<file path="src/logic/ppu_pkg.sv">
// ******************************
// PPU shared definitions
// Vector types, register indices and frame timing constants
// ******************************
package ppu_pkg;

  typedef logic [7:0]  byte_t;      // CPU or VRAM data byte
  typedef logic [2:0]  reg_addr_t;  // CPU register index
  typedef logic [8:0]  cycle_t;     // Cycle or scanline count
  typedef logic [14:0] scroll_t;    // Fine Y, nametable, coarse Y, coarse X
  typedef logic [13:0] vram_addr_t; // VRAM bus address
  typedef logic [2:0]  fine_x_t;    // Fine X scroll
  typedef logic [4:0]  pal_addr_t;  // Palette index
  typedef logic [5:0]  color_t;     // Output colour

  // CPU register map
  localparam reg_addr_t REG_CTRL   = 3'd0;
  localparam reg_addr_t REG_MASK   = 3'd1;
  localparam reg_addr_t REG_STATUS = 3'd2;
  localparam reg_addr_t REG_SCROLL = 3'd5;
  localparam reg_addr_t REG_ADDR   = 3'd6;
  localparam reg_addr_t REG_DATA   = 3'd7;

  // Lines of the frame
  localparam cycle_t LAST_VISIBLE_LINE = 9'd239;
  localparam cycle_t POST_LINE         = 9'd240; // Idle line before vblank
  localparam cycle_t VBLANK_LAST_LINE  = 9'd260;
  localparam cycle_t PRE_RENDER_LINE   = '1;     // Line -1

  // Cycles within a line
  localparam cycle_t HRELOAD_CYCLE    = 9'd256;
  localparam cycle_t VINC_CYCLE       = 9'd251;
  localparam cycle_t VRELOAD_CYCLE    = 9'd304;
  localparam cycle_t SPRITE_FETCH_END = 9'd320; // Prefetch of next line starts here
  localparam cycle_t PREFETCH_END     = 9'd336;

endpackage
</file>
<file path="src/logic/ppu_top.sv">
// ******************************
// PPU background top level
// ******************************
module ppu_top (
  input  logic                clk,
  input  logic                reset,
  input  logic                read,
  input  logic                write,
  input  ppu_pkg::reg_addr_t  ain,
  input  ppu_pkg::byte_t      din,
  output ppu_pkg::byte_t      dout,
  output ppu_pkg::color_t     color,
  output logic                nmi,
  output logic                vram_r,
  output logic                vram_w,
  output ppu_pkg::vram_addr_t vram_a,
  input  ppu_pkg::byte_t      vram_din,
  output ppu_pkg::byte_t      vram_dout,
  output ppu_pkg::cycle_t     scanline,
  output ppu_pkg::cycle_t     cycle
);

  logic rendering, in_vblank, pre_render, end_of_line, last_group;
  logic entering_vblank, exiting_vblank;
  logic addr_inc32, pal_we;

  ppu_pkg::scroll_t   vaddr;
  ppu_pkg::fine_x_t   fine_x;
  ppu_pkg::byte_t     name_byte;
  logic [3:0]         pixel;
  ppu_pkg::pal_addr_t pal_addr;
  ppu_pkg::color_t    pal_wdata, pal_rdata;

  frame_timing u_timing (
    .clk, .reset, .rendering, .cycle, .scanline, .in_vblank, .pre_render,
    .end_of_line, .last_group, .entering_vblank, .exiting_vblank
  );

  scroll_addr u_scroll (
    .clk, .reset, .rendering, .pre_render, .cycle, .ain, .din, .read, .write,
    .addr_inc32, .vaddr, .fine_x
  );

  // Pipes hold still over the last cycle group
  bg_shifter u_bg (
    .clk, .reset, .shift(!last_group), .cycle, .fine_x, .vaddr, .vram_din,
    .name_byte, .pixel
  );

  palette_ram u_palette (
    .clk, .reset, .addr(pal_addr), .wdata(pal_wdata), .we(pal_we), .rdata(pal_rdata)
  );

  ppu_ctrl u_ctrl (
    .clk, .reset, .read, .write, .ain, .din, .dout, .cycle, .scanline, .in_vblank,
    .end_of_line, .entering_vblank, .exiting_vblank, .vaddr, .pixel, .name_byte,
    .pal_rdata, .rendering, .addr_inc32, .bg_patt(), .pal_addr, .pal_we, .pal_wdata,
    .color, .nmi, .vram_r, .vram_w, .vram_a, .vram_din, .vram_dout
  );

endmodule

</file>
<file path="src/logic/ppu_ctrl.sv">
// ******************************
// PPU control
// CPU registers, status, NMI, VRAM bus and colour out
// ******************************
module ppu_ctrl (
  input  logic                clk,
  input  logic                reset,
  input  logic                read,
  input  logic                write,
  input  ppu_pkg::reg_addr_t  ain,
  input  ppu_pkg::byte_t      din,
  output ppu_pkg::byte_t      dout,
  input  ppu_pkg::cycle_t     cycle,
  input  ppu_pkg::cycle_t     scanline,
  input  logic                in_vblank,
  input  logic                end_of_line,
  input  logic                entering_vblank,
  input  logic                exiting_vblank,
  input  ppu_pkg::scroll_t    vaddr,
  input  logic [3:0]          pixel,
  input  ppu_pkg::byte_t      name_byte,
  input  ppu_pkg::color_t     pal_rdata,
  output logic                rendering,
  output logic                addr_inc32,
  output logic                bg_patt,
  output ppu_pkg::pal_addr_t  pal_addr,
  output logic                pal_we,
  output ppu_pkg::color_t     pal_wdata,
  output ppu_pkg::color_t     color,
  output logic                nmi,
  output logic                vram_r,
  output logic                vram_w,
  output ppu_pkg::vram_addr_t vram_a,
  input  ppu_pkg::byte_t      vram_din,
  output ppu_pkg::byte_t      vram_dout
);

  logic vbl_enable;       // Control bit 7
  logic grayscale;        // Mask bit 0
  logic bg_clip;          // Mask bit 1, show left column
  logic enable_playfield; // Mask bit 3
  logic vbl_occurred;     // Cleared by status read
  logic read_pending;
  ppu_pkg::byte_t read_buf;

  logic       is_pal;   // Address points into palette space
  logic       data_wr;
  logic       visible;
  logic       show_bg;
  logic [3:0] bg_pixel;

  assign rendering = enable_playfield && !in_vblank && scanline != ppu_pkg::POST_LINE;
  assign is_pal    = vaddr[13:8] == 6'h3F;
  assign data_wr   = write && ain == ppu_pkg::REG_DATA;

  always_ff @(posedge clk) begin
    if (reset) begin
      vbl_enable       <= 1'b0;
      bg_patt          <= 1'b0;
      addr_inc32       <= 1'b0;
      grayscale        <= 1'b0;
      bg_clip          <= 1'b0;
      enable_playfield <= 1'b0;
      vbl_occurred     <= 1'b0;
      read_pending     <= 1'b0;
    end else begin
      if (write && ain == ppu_pkg::REG_CTRL) begin
        addr_inc32 <= din[2];
        bg_patt    <= din[4];
        vbl_enable <= din[7];
      end
      if (write && ain == ppu_pkg::REG_MASK) begin
        grayscale        <= din[0];
        bg_clip          <= din[1];
        enable_playfield <= din[3];
      end
      if (entering_vblank)
        vbl_occurred <= 1'b1;
      else if (exiting_vblank || (read && ain == ppu_pkg::REG_STATUS))
        vbl_occurred <= 1'b0;
      read_pending <= vram_r; // Data arrives one cycle after the strobe
    end
  end

  always_ff @(posedge clk) begin
    if (read_pending)
      read_buf <= vram_din;
  end

  assign nmi = vbl_occurred && vbl_enable;

  // Fetch phase picks nametable, attribute or pattern address
  always_comb begin
    if (!rendering)
      vram_a = vaddr[13:0];
    else if (cycle[2:1] == 2'd0)
      vram_a = {2'b10, vaddr[11:0]};
    else if (cycle[2:1] == 2'd1)
      vram_a = {2'b10, vaddr[11:10], 4'b1111, vaddr[9:7], vaddr[4:2]};
    else
      vram_a = {1'b0, bg_patt, name_byte, cycle[1], vaddr[14:12]}; // Planes 0 and 1
  end

  assign vram_r = (read && ain == ppu_pkg::REG_DATA) ||
                  (rendering && !cycle[0] && !end_of_line);
  assign vram_w    = data_wr && !is_pal && !rendering;
  assign vram_dout = din;

  // Left 8 pixels blanked unless clip bit set
  assign visible  = scanline <= ppu_pkg::LAST_VISIBLE_LINE && cycle < ppu_pkg::HRELOAD_CYCLE;
  assign show_bg  = visible && (bg_clip || cycle[7:3] != 5'd0);
  assign bg_pixel = {pixel[3:2], show_bg ? pixel[1:0] : 2'b00};

  always_comb begin
    if (rendering)
      pal_addr = {1'b0, bg_pixel};
    else if (is_pal)
      pal_addr = vaddr[4:0];
    else
      pal_addr = '0;
  end

  assign pal_we    = data_wr && is_pal;
  assign pal_wdata = din[5:0];
  assign color     = grayscale ? {pal_rdata[5:4], 4'b0000} : pal_rdata;

  always_comb begin
    if (ain == ppu_pkg::REG_STATUS)
      dout = {vbl_occurred, 7'b0000000};
    else if (is_pal)
      dout = {2'b00, color}; // Palette reads bypass the buffer
    else
      dout = read_buf;
  end

endmodule

</file>
<file path="src/logic/palette_ram.sv">
// ******************************
// Palette RAM
// 32 x 6 colour table, backdrop mirrored
// ******************************
module palette_ram (
  input  logic               clk,
  input  logic               reset,
  input  ppu_pkg::pal_addr_t addr,
  input  ppu_pkg::color_t    wdata,
  input  logic               we,
  output ppu_pkg::color_t    rdata
);

  ppu_pkg::color_t    mem [32];
  ppu_pkg::pal_addr_t entry;

  assign entry = addr[1:0] == 2'b00 ? '0 : addr; // Every colour 0 is the backdrop
  assign rdata = mem[entry];

  always_ff @(posedge clk) begin
    if (reset) begin
      for (int i = 0; i < 32; i++)
        mem[i] <= '0;
    end else if (we && !(addr[3:2] != 2'b00 && addr[1:0] == 2'b00)) begin
      mem[entry] <= wdata; // 0x10 lands on entry 0
    end
  end

endmodule

</file>
<file path="src/logic/bg_shifter.sv">
// ******************************
// Background painter
// Fetch latches and pattern/attribute shift pipes
// ******************************
module bg_shifter (
  input  logic             clk,
  input  logic             reset,
  input  logic             shift,
  input  ppu_pkg::cycle_t  cycle,
  input  ppu_pkg::fine_x_t fine_x,
  input  ppu_pkg::scroll_t vaddr,
  input  ppu_pkg::byte_t   vram_din,
  output ppu_pkg::byte_t   name_byte,
  output logic [3:0]       pixel
);

  logic [15:0]    patt_lo, patt_hi; // Pattern plane pipes
  logic [8:0]     attr_lo, attr_hi; // Attribute bit pipes
  ppu_pkg::byte_t name_q;
  logic [1:0]     attr_q;           // Quadrant bits of current tile
  ppu_pkg::byte_t plane0;

  always_ff @(posedge clk) begin
    if (reset) begin
      name_q  <= '0;
      attr_q  <= '0;
      plane0  <= '0;
      patt_lo <= '0;
      patt_hi <= '0;
      attr_lo <= '0;
      attr_hi <= '0;
    end else begin
      case (cycle[2:0])
        3'd1: name_q <= vram_din;
        3'd3: begin
          // Coarse Y bit 1 and coarse X bit 1 pick the quadrant
          case ({vaddr[6], vaddr[1]})
            2'b00:   attr_q <= vram_din[1:0];
            2'b01:   attr_q <= vram_din[3:2];
            2'b10:   attr_q <= vram_din[5:4];
            default: attr_q <= vram_din[7:6];
          endcase
        end
        3'd5: plane0 <= vram_din;
        default: ;
      endcase
      if (shift) begin
        patt_lo <= patt_lo >> 1;
        patt_hi <= patt_hi >> 1;
        attr_lo <= {attr_lo[8], attr_lo[8:1]}; // Top bit refills all 8 pixels of a tile
        attr_hi <= {attr_hi[8], attr_hi[8:1]};
        if (cycle[2:0] == 3'd7) begin // Plane 1 is on the bus now
          patt_lo[15:8] <= {<<{plane0}};
          patt_hi[15:8] <= {<<{vram_din}};
          attr_lo[8]    <= attr_q[0];
          attr_hi[8]    <= attr_q[1];
        end
      end
    end
  end

  assign name_byte = name_q;
  assign pixel = {attr_hi[fine_x], attr_lo[fine_x], patt_hi[fine_x], patt_lo[fine_x]};

endmodule

</file>
<file path="src/logic/scroll_addr.sv">
// ******************************
// Scroll address register
// Current and temporary address, fine X and write toggle
// ******************************
module scroll_addr (
  input  logic               clk,
  input  logic               reset,
  input  logic               rendering,
  input  logic               pre_render,
  input  ppu_pkg::cycle_t    cycle,
  input  ppu_pkg::reg_addr_t ain,
  input  ppu_pkg::byte_t     din,
  input  logic               read,
  input  logic               write,
  input  logic               addr_inc32,
  output ppu_pkg::scroll_t   vaddr,
  output ppu_pkg::fine_x_t   fine_x
);

  ppu_pkg::scroll_t v;      // Current address
  ppu_pkg::scroll_t t;      // Temporary address
  ppu_pkg::fine_x_t x;
  logic             toggle; // Shared first/second write latch

  logic coarse_x_step;
  logic data_access;

  // After each attribute fetch, in the visible and prefetch windows
  assign coarse_x_step = cycle[2:0] == 3'd3 &&
                         (cycle < ppu_pkg::HRELOAD_CYCLE ||
                          (cycle >= ppu_pkg::SPRITE_FETCH_END && cycle < ppu_pkg::PREFETCH_END));

  assign data_access = (read || write) && ain == ppu_pkg::REG_DATA;

  always_ff @(posedge clk) begin
    if (reset) begin
      v      <= '0;
      t      <= '0;
      x      <= '0;
      toggle <= 1'b0;
    end else begin
      if (rendering) begin
        if (coarse_x_step) begin
          v[4:0] <= v[4:0] + 5'd1;
          v[10]  <= v[10] ^ (v[4:0] == 5'd31); // Wrap into next nametable
        end
        if (cycle == ppu_pkg::VINC_CYCLE) begin
          v[14:12] <= v[14:12] + 3'd1;
          if (v[14:12] == 3'd7) begin
            if (v[9:5] == 5'd29) begin // Last tile row
              v[9:5] <= '0;
              v[11]  <= !v[11];
            end else begin
              v[9:5] <= v[9:5] + 5'd1;
            end
          end
        end
        if (cycle == ppu_pkg::HRELOAD_CYCLE) begin
          v[10]  <= t[10];
          v[4:0] <= t[4:0];
        end
        if (cycle == ppu_pkg::VRELOAD_CYCLE && pre_render)
          v <= t;
      end

      if (write && ain == ppu_pkg::REG_CTRL) begin
        t[11:10] <= din[1:0]; // Nametable select
      end else if (write && ain == ppu_pkg::REG_SCROLL) begin
        if (!toggle) begin
          t[4:0] <= din[7:3];
          x      <= din[2:0];
        end else begin
          t[9:5]   <= din[7:3];
          t[14:12] <= din[2:0];
        end
        toggle <= !toggle;
      end else if (write && ain == ppu_pkg::REG_ADDR) begin
        if (!toggle) begin
          t[13:8] <= din[5:0];
          t[14]   <= 1'b0;
        end else begin
          t[7:0] <= din;
          v      <= {t[14:8], din}; // Second write commits
        end
        toggle <= !toggle;
      end else if (read && ain == ppu_pkg::REG_STATUS) begin
        toggle <= 1'b0;
      end else if (data_access && !rendering) begin
        v <= v + (addr_inc32 ? 15'd32 : 15'd1);
      end
    end
  end

  assign vaddr  = v;
  assign fine_x = x;

endmodule

</file>
<file path="src/logic/frame_timing.sv">
// ******************************
// Frame timing generator
// 341 cycles by 262 lines, with line and vblank events
// ******************************
module frame_timing (
  input  logic            clk,
  input  logic            reset,
  input  logic            rendering,
  output ppu_pkg::cycle_t cycle,
  output ppu_pkg::cycle_t scanline,
  output logic            in_vblank,
  output logic            pre_render,
  output logic            end_of_line,
  output logic            last_group,
  output logic            entering_vblank,
  output logic            exiting_vblank
);

  logic odd_frame;  // Every second frame
  logic short_line; // Pre-render line drops its last cycle

  // Group of cycles 336..343
  assign last_group = cycle[8:3] == ppu_pkg::PREFETCH_END[8:3];

  assign pre_render = scanline == ppu_pkg::PRE_RENDER_LINE;
  assign short_line = pre_render && odd_frame && rendering;

  // Cycle 340, or 339 when shortened
  assign end_of_line = last_group && cycle[2:0] == (short_line ? 3'd3 : 3'd4);

  assign entering_vblank = end_of_line && scanline == ppu_pkg::POST_LINE;
  assign exiting_vblank  = end_of_line && scanline == ppu_pkg::VBLANK_LAST_LINE;

  always_ff @(posedge clk) begin
    if (reset) begin
      cycle     <= '0;
      in_vblank <= 1'b1;
    end else begin
      cycle <= end_of_line ? '0 : cycle + 9'd1;
      if (entering_vblank)
        in_vblank <= 1'b1;
      else if (exiting_vblank)
        in_vblank <= 1'b0;
    end
  end

  // Line counter wraps from 260 to -1
  always_ff @(posedge clk) begin
    if (reset) begin
      scanline  <= '0;
      odd_frame <= 1'b0;
    end else if (end_of_line) begin
      if (exiting_vblank) begin
        scanline  <= ppu_pkg::PRE_RENDER_LINE;
        odd_frame <= !odd_frame;
      end else begin
        scanline <= scanline + 9'd1;
      end
    end
  end

endmodule

</file>
<file path="config.mk">
export PLATFORM = sky130hd
export DESIGN_NAME = ppu_top
export DESIGN_NICKNAME = d
export VERILOG_FILES = /design/src/logic/ppu_pkg.sv /design/src/logic/ppu_top.sv /design/src/logic/ppu_ctrl.sv /design/src/logic/palette_ram.sv /design/src/logic/bg_shifter.sv /design/src/logic/scroll_addr.sv /design/src/logic/frame_timing.sv
export SDC_FILE = /design/constraint.sdc
export NUM_CORES = 1
export LEC_CHECK = 0
export BUFFER_PORTS_ARGS = -buffer_cell sky130_fd_sc_hd__buf_2
export CORE_UTILIZATION = 61
export DETAILED_ROUTE_END_ITERATION = 16
export PLACE_DENSITY = 0.8
export SETUP_SLACK_MARGIN = 0.4
export SYNTH_ARGS = -nofsm -noshare
export SYNTH_HDL_FRONTEND = slang
export SYNTH_SLANG_ARGS = --single-unit
</file>
<file path="constraint.sdc">
create_clock -name clk -period 4.1 [get_ports clk]
set_clock_uncertainty 0.1 [all_clocks]
set_input_delay 0.41 -clock clk [delete_from_list [all_inputs] [get_ports clk]]
set_output_delay 0.41 -clock clk [all_outputs]
set_load 0.005 [all_outputs]
</file>
# --- Word level (Yosys, flattened, before mapping) ---
# Memory sizes are Yosys's and may differ from the RTL's.
# Index checks and enable logic that the tools add are counted.
totals:
  register_bits: 138
  mem_bits_rw: 192
  elab_cells: 205
  n_memories: 1
classes:
  n_addsub: 6
  n_lt_le_gt_ge: 5
  n_eq_ne: 30
  n_mux: 65
  bitwise_logic: 4
  n_reduce_logical: 65
mem_list:
  columns: ["name", "depth", "width", "read_ports", "rd_ports_with_merged_regs", "wr", "line_no", "text"]
  rows:
  - ["u_palette.mem", 32, 6, 1, 0, 32, "palette_ram.sv:14", "ppu_pkg::color_t mem [32];"]
op_table:
  columns: ["cell", "count"]
  rows:
  - ["15-bit 2-to-1 mux", 9]
  - ["5-bit 2-to-1 mux", 11]
  - ["14-bit 2-to-1 mux", 3]
  - ["8-bit 2-to-1 mux", 5]
  - ["9-bit == test (second input constant)", 4]
  - ["1-bit logical AND", 29]
  - ["1-bit 2-to-1 mux", 19]
  - ["9-bit by 1-bit adder with 9-bit output (second input constant)", 2]
  - ["3-bit == test (second input constant)", 6]
  - ["9-bit by 8-bit == test with 1-bit output (second input constant)", 2]
  - ["9-bit less-than comparator (second input constant)", 2]
  - ["15-bit adder", 1]
  - ["1-bit binary-select mux with 3-bit select", 4]
  - ["6-bit == test (second input constant)", 2]
  - ["6-bit 2-to-1 mux", 2]
  - ["5-bit by 1-bit adder with 5-bit output (second input constant)", 2]
  - ["5-bit == test (second input constant)", 2]
  - ["10-bit 2-to-1 mux", 1]
  - ["2-bit nonzero test", 5]
  - ["9-bit >= comparator (second input constant)", 1]
  - ["9-bit by 8-bit less-or-equal comparator with 1-bit output (second input constant)", 1]
  - ["1-bit zero test", 9]
  - ["3-bit 2-to-1 mux", 3]
  - ["9-bit 2-to-1 mux", 1]
  - ["other kinds (26)", 49]

# --- Logic depth before layout (Yosys ltp) ---
depth:
  depth_word: 14
  mapped_depth: 13
  ltp_nobuf: 13

# --- By module ---
# From an unflattened synthesis, not the netlist that was laid out.
unflattened:
  hier_cells: 1477
  hier_area_um2: 15384.8
by_module_without_submodules:
  columns: ["mod", "n_inst", "cells_per_inst", "area_each_um2", "seq_area_each_um2"]
  rows:
  - ["palette_ram", 1, 615, 7589.8, 4654.5]
  - ["bg_shifter", 1, 264, 2865.2, 1361.3]
  - ["scroll_addr", 1, 345, 2605.0, 680.7]
  - ["ppu_ctrl", 1, 136, 1216.2, 400.4]
  - ["frame_timing", 1, 116, 1104.8, 400.4]
  - ["ppu_top", 1, 1, 3.8, 0.0]

# --- Least setup slack after synthesis ---
# OpenSTA, ideal clock, no wires.
synth_path:
  kind: "register to output"
  startpoint: "register u_timing.cycle[4]"
  endpoint: "output dout[5]"
  arrival_time_ps: 2777
  required_time_ps: 3590
  setup_slack_ps: 813
  stages_incl_launch_ff: 12
  path_cell_list: "dfxtp_1 clkbuf_1 or2_2 o211ai_2 or3_1 buf_4 a211oi_4 a221oi_1 a21boi_0 or4_1 nand4_1 o21ba_1"
synth_via:
  elab_chain_len: 10
  elab_cells_between_ends: 12
synth_rtl:
  columns: ["element", "line_no", "text"]
  rows:
  - ["start: declaration", "frame_timing.sv:9", "output ppu_pkg::cycle_t cycle,"]
  - ["start signal: assignment", "frame_timing.sv:39", "cycle <= end_of_line ? '0 : cycle + 9'd1;"]
  - ["9-bit less-than comparator or 5-bit nonzero test (tied branches)", "ppu_ctrl.sv:110, ppu_ctrl.sv:111", null]
  - ["1-bit logical AND or 1-bit logical OR (tied branches)", "ppu_ctrl.sv:110, ppu_ctrl.sv:111", null]
  - ["1-bit logical AND (*)", "ppu_ctrl.sv:111", "assign show_bg = visible && (bg_clip || cycle[7:3] != 5'd0);"]
  - ["2-bit 2-to-1 mux (*)", "ppu_ctrl.sv:112", "assign bg_pixel = {pixel[3:2], show_bg ? pixel[1:0] : 2'b00};"]
  - ["5-bit 2-to-1 mux (*)", "ppu_ctrl.sv:115", "if (rendering)"]
  - ["2-bit zero test", "palette_ram.sv:17", "assign entry = addr[1:0] == 2'b00 ? '0 : addr;"]
  - ["5-bit 2-to-1 mux (*)", "palette_ram.sv:17", null]
  - ["memory read 32 x 6 bit (*)", null, null]
  - ["net color[5]", "ppu_top.sv:12", "output ppu_pkg::color_t color,"]
  - ["8-bit 2-to-1 mux (*)", "ppu_ctrl.sv:130", "else if (is_pal)"]
  - ["8-bit 2-to-1 mux (*)", "ppu_ctrl.sv:128", "if (ain == ppu_pkg::REG_STATUS)"]
  - ["end: declaration", "ppu_top.sv:11", "output ppu_pkg::byte_t dout,"]
# The timed path passes the listed nets; every way through them passes the cells marked *.

# --- Worst setup path after layout ---
layout_path:
  startpoint: "register u_timing.cycle[3]"
  endpoint: "output dout[5]"
layout_via:
  elab_chain_len: 10
  elab_cells_between_ends: 12
layout_rtl:
  columns: ["element", "line_no"]
  rows:
  - ["9-bit less-than comparator or 5-bit nonzero test (tied branches)", "ppu_ctrl.sv:110, ppu_ctrl.sv:111"]
  - ["1-bit logical AND or 1-bit logical OR (tied branches)", "ppu_ctrl.sv:110, ppu_ctrl.sv:111"]
  - ["1-bit logical AND (*)", "ppu_ctrl.sv:111"]
  - ["2-bit 2-to-1 mux (*)", "ppu_ctrl.sv:112"]
  - ["5-bit 2-to-1 mux (*)", "ppu_ctrl.sv:115"]
  - ["2-bit zero test", "palette_ram.sv:17"]
  - ["5-bit 2-to-1 mux (*)", "palette_ram.sv:17"]
  - ["memory read 32 x 6 bit (*)", null]
  - ["8-bit 2-to-1 mux (*)", "ppu_ctrl.sv:130"]
  - ["8-bit 2-to-1 mux (*)", "ppu_ctrl.sv:128"]
# Every way passes the cells marked *; elsewhere a longest branch is shown, timed or not.

==> results.yml <==
sta:
  maxSlewViolCount: 0
  rsz0062_at_grt: "yes"
  layout_setup_ws_ns: -0.238
  tightest_slew_ns: 1.00
  layout_min_cycle_time_ns: 4.34
  setup_violations: 12
  finalHoldViolCount: 0
  hold_ws_ns: 0.0207
  slew_headroom_pct: 33.1
  timing.final.crit_share_pct: 106
  clock.fmax_mhz: 231
placement:
  pre_cts_slack_ns: 0.0896
  dp_hpwl_mm: 29.1
  place_area_um2: 15400
  io_buffers: 79
  place.gp.congestion: 0.987
die:
  start_util_pct: 62.3
  die_h_um: 157
  die-area_um2: 24700
  rows: 56
  pin_count: 80
  die_w_um: 157
  fp.coreArea_um2: 23500
routing:
  dr.pass1.iters: 8
  drc: 0
  wl_mm: 44.6
  dr.first_iter.drc_count: 1791
  via_per_inst: 6.53
  route.detailed.wl_per_inst_um: 23.0
  ant_nets: 0
  vias: 12700
clock_network:
  cts_tree: "done"
  numCtsBuffers: 29
  cts.sinks: 289
  clockRootBuffer: "clkbuf_16"
  cts_max_level: 1
  clock_path_buffers: 3
  clk_pin_slew_ns: 0.06
  insertion_delay_ns: 0.56
  hold_buffers: 0
final_layout:
  finalInstanceArea_um2: 17200
  antennaDiodeCount: 0
  area_growth_pct: 17.5
  drive_above_1_share_pct: 21.6
  nNetsFinal: 1639
status:
  violations: "setup timing"
  status: "finished, violations left"
critical_path:
  worst_ep_arrival_time_ns: 3.83
  worstSetupPathType: "reg2out"
  critPathLaunchType: "register"
  endpoint_kind: "output port"
  crit_required_ns: 3.59
  worstPathMaxFanout: 6
synthesis:
  ys_warn_count: 0
  synth.cell_area_um2: 14700
  synth-edff-count: 159
  avgSynthCellArea_um2: 9.69
  ys_seq_area_share_pct: 50.3
  syn-num-nets: 1554
  postSynthCellCount: 1514
  async_flop_share_pct: 0
  ys_ff_latch: 289
  synthFlopType: "edfxtp_1"
  synth_cell_type_count: 88
power:
  clkPwrFrac_pct: 42.8
  comb_power_share_pct: 4.9
  netSwitchingFraction_pct: 23.0
  p_switching_mw: 1.41
  max-vdd-ir-drop_v: 0.000403
  power.density_nw_per_um2: 357
  p_leak_nw: 6.22
  p_seq_share_pct: 52.4
  p_int_mw: 4.73
global_route:
  grt_max_degree: 83
  grt_pass1_wl_mm: 67.0
  grt_antenna_before_repair: 0
  grt_overflow_total: 0
  grt_pass1_vias: 11800
  track_usage_pct: 35.6
job:
  drv_cap: 0
min_path:
  min_path_type: "in2reg"
[sequential cells by signal (all words and copies together) (netlist names), 2 cells and up]
name / flops
u_bg.attr_q: 2
u_bg.patt_lo: 16
u_scroll.t: 15
u_scroll.vaddr: 15
u_timing.cycle: 9
u_bg.patt_hi: 16
u_timing.scanline: 9
u_ctrl.read_buf: 8
u_bg.attr_hi: 9
u_bg.name_byte: 8
u_scroll.fine_x: 3
u_bg.plane0: 8
u_bg.attr_lo: 9
u_palette.mem: 151
[worst max-delay path, cell delays in order, from the launching register on]
cell and delay, ns:
dfxtp_4 0.35, or4_4 0.52, o211ai_4 0.33, buf_4 0.19, a211o_1 0.23, nand2_1 0.28, o21a_1 0.29, o21ai_0 0.19
a211o_1 0.17, nand4_1 0.28, o21ba_1 0.30, buf_2 0.13
[power by group through the flow]
stage	sequential [mW]	combinational, mW	clock, mW
floorplan	3.23	0.189	0
global route	3.22	0.320	2.75
finish	3.22	0.300	2.63
global placement	3.28	0.277	0
detailed placement	3.27	0.282	0
CTS	3.21	0.290	2.63
[repair_timing]
item / 4_1_cts / 5_1_grt
setup endpoints to repair: 109 / 12
gates resized for setup: 105 / 29
setup buffers: 26 / 11
pin swaps: 21 / 28
gates cloned: 3 / 2
[stage by stage]
step / power, mW / util (%) / instances / TNS, ns
floorplan: 3.42 / - / 1514 / 0
global route: 6.29 / 73.2 / 1941 / -2.01
global placement: 3.55 / 65.2 / 1845 / 0
detailed placement: 3.56 / 65.2 / 1845 / 0
finish: 6.15 / 73.2 / 1941 / -1.56
CTS: 6.14 / 72.1 / 1928 / 0
[synthesized netlist by cell type, types with 9 or more instances]
cell / number / area share [%]
o21ai_0: 60 / 2.0
and3_1: 9 / 0.38
xnor2_1: 12 / 0.72
and2_1: 164 / 7.0
a22oi_1: 19 / 0.97
o22ai_1: 24 / 1.0
edfxtp_1: 159 / 33
xor2_1: 10 / 0.60
inv_1: 22 / 0.56
mux4_2: 10 / 1.5
clkbuf_1: 83 / 2.1
buf_4: 10 / 0.51
nand2_1: 173 / 4.4
dfxtp_1: 130 / 18
nor2_1: 140 / 3.6
a21oi_1: 110 / 3.8
nand4_1: 12 / 0.51
nand3_1: 46 / 1.6
or2_2: 27 / 1.2
nor3_1: 21 / 0.72
buf_2: 14 / 0.48
mux2i_1: 35 / 2.4
a211oi_1: 29 / 1.5
ha_1: 17 / 1.4
a221oi_1: 14 / 0.84
o221a_2: 11 / 0.84
[cells by family after synthesis]
logic type / after synthesis / share of synthesized area, %
multiplexers: 49 / 4.27
adder cells (fa/ha/maj): 17 / 1.45
AO/OA/AOI/OAI: 361 / 16.8
buffers and inverters: 136 / 3.97
flip-flops: 289 / 50.3
other: 1 / 0.0256
XOR/XNOR: 22 / 1.31
AND/OR/NAND/NOR: 639 / 21.9
[placed cells by master, fill, tap and decap left out, types with 7 or more instances in the layout]
cell       count
a22oi_1       16
nand3_1       45
buf_6         12
nor2_1       135
dfxtp_1      119
mux4_2        10
ha_1          15
o21ai_1       12
xnor2_1       12
o21ai_0       50
edfxtp_1     159
o221a_2        7
nor3_1        20
o22ai_1       24
and2_1       163
a21oi_1      106
a211oi_1      25
mux2i_1       30
nand2_1      172
inv_1         20
clkbuf_16     33
nand4_1       12
a221oi_1       9
or2_2         27
a311oi_1       7
nor2b_1        7
xor2_1        10
and3_1         8
buf_4         71
buf_2         76
[final cells by class]
| cell class | instances | area [um2] |
|---|---|---|
| flip-flops and latches | 289 | 7400 |
| multi-input cells | 1089 | 7160 |
| fillers | 1665 | 6310 |
| repair buffers | 168 | 1240 |
| clock buffers | 39 | 837 |
| well taps | 319 | 399 |
| clock inverters | 15 | 105 |
| inverters | 22 | 87.6 |
[path summary, 6_finish.rpt]
kind / depth (start not counted) / slack [ns] / start / endpoint
max: 11 / -0.24 / u_timing.cycle[3] / dout[5]
min: 1 / 0.02 / vram_din[5] / u_ctrl.read_buf[5]
max reg2reg: 10 / 0.33 / u_timing.scanline[8] / u_palette.mem[22][4]
min reg2reg: 2 / 0.36 / u_bg.plane0[6] / u_bg.plane0[6]
[routing by layer]
layer / vias to the layer above / part of all wire (%) / GRT usage (%)
met5: - / 0 / 0
met4: 0 / 4.4 / 15.3
met3: 149 / 10 / 5.40
met2: 798 / 48 / 59.7
met1: 6079 / 38 / 46.0
li1: 5651 / - / -
Power figures use the tool's default switching activity.
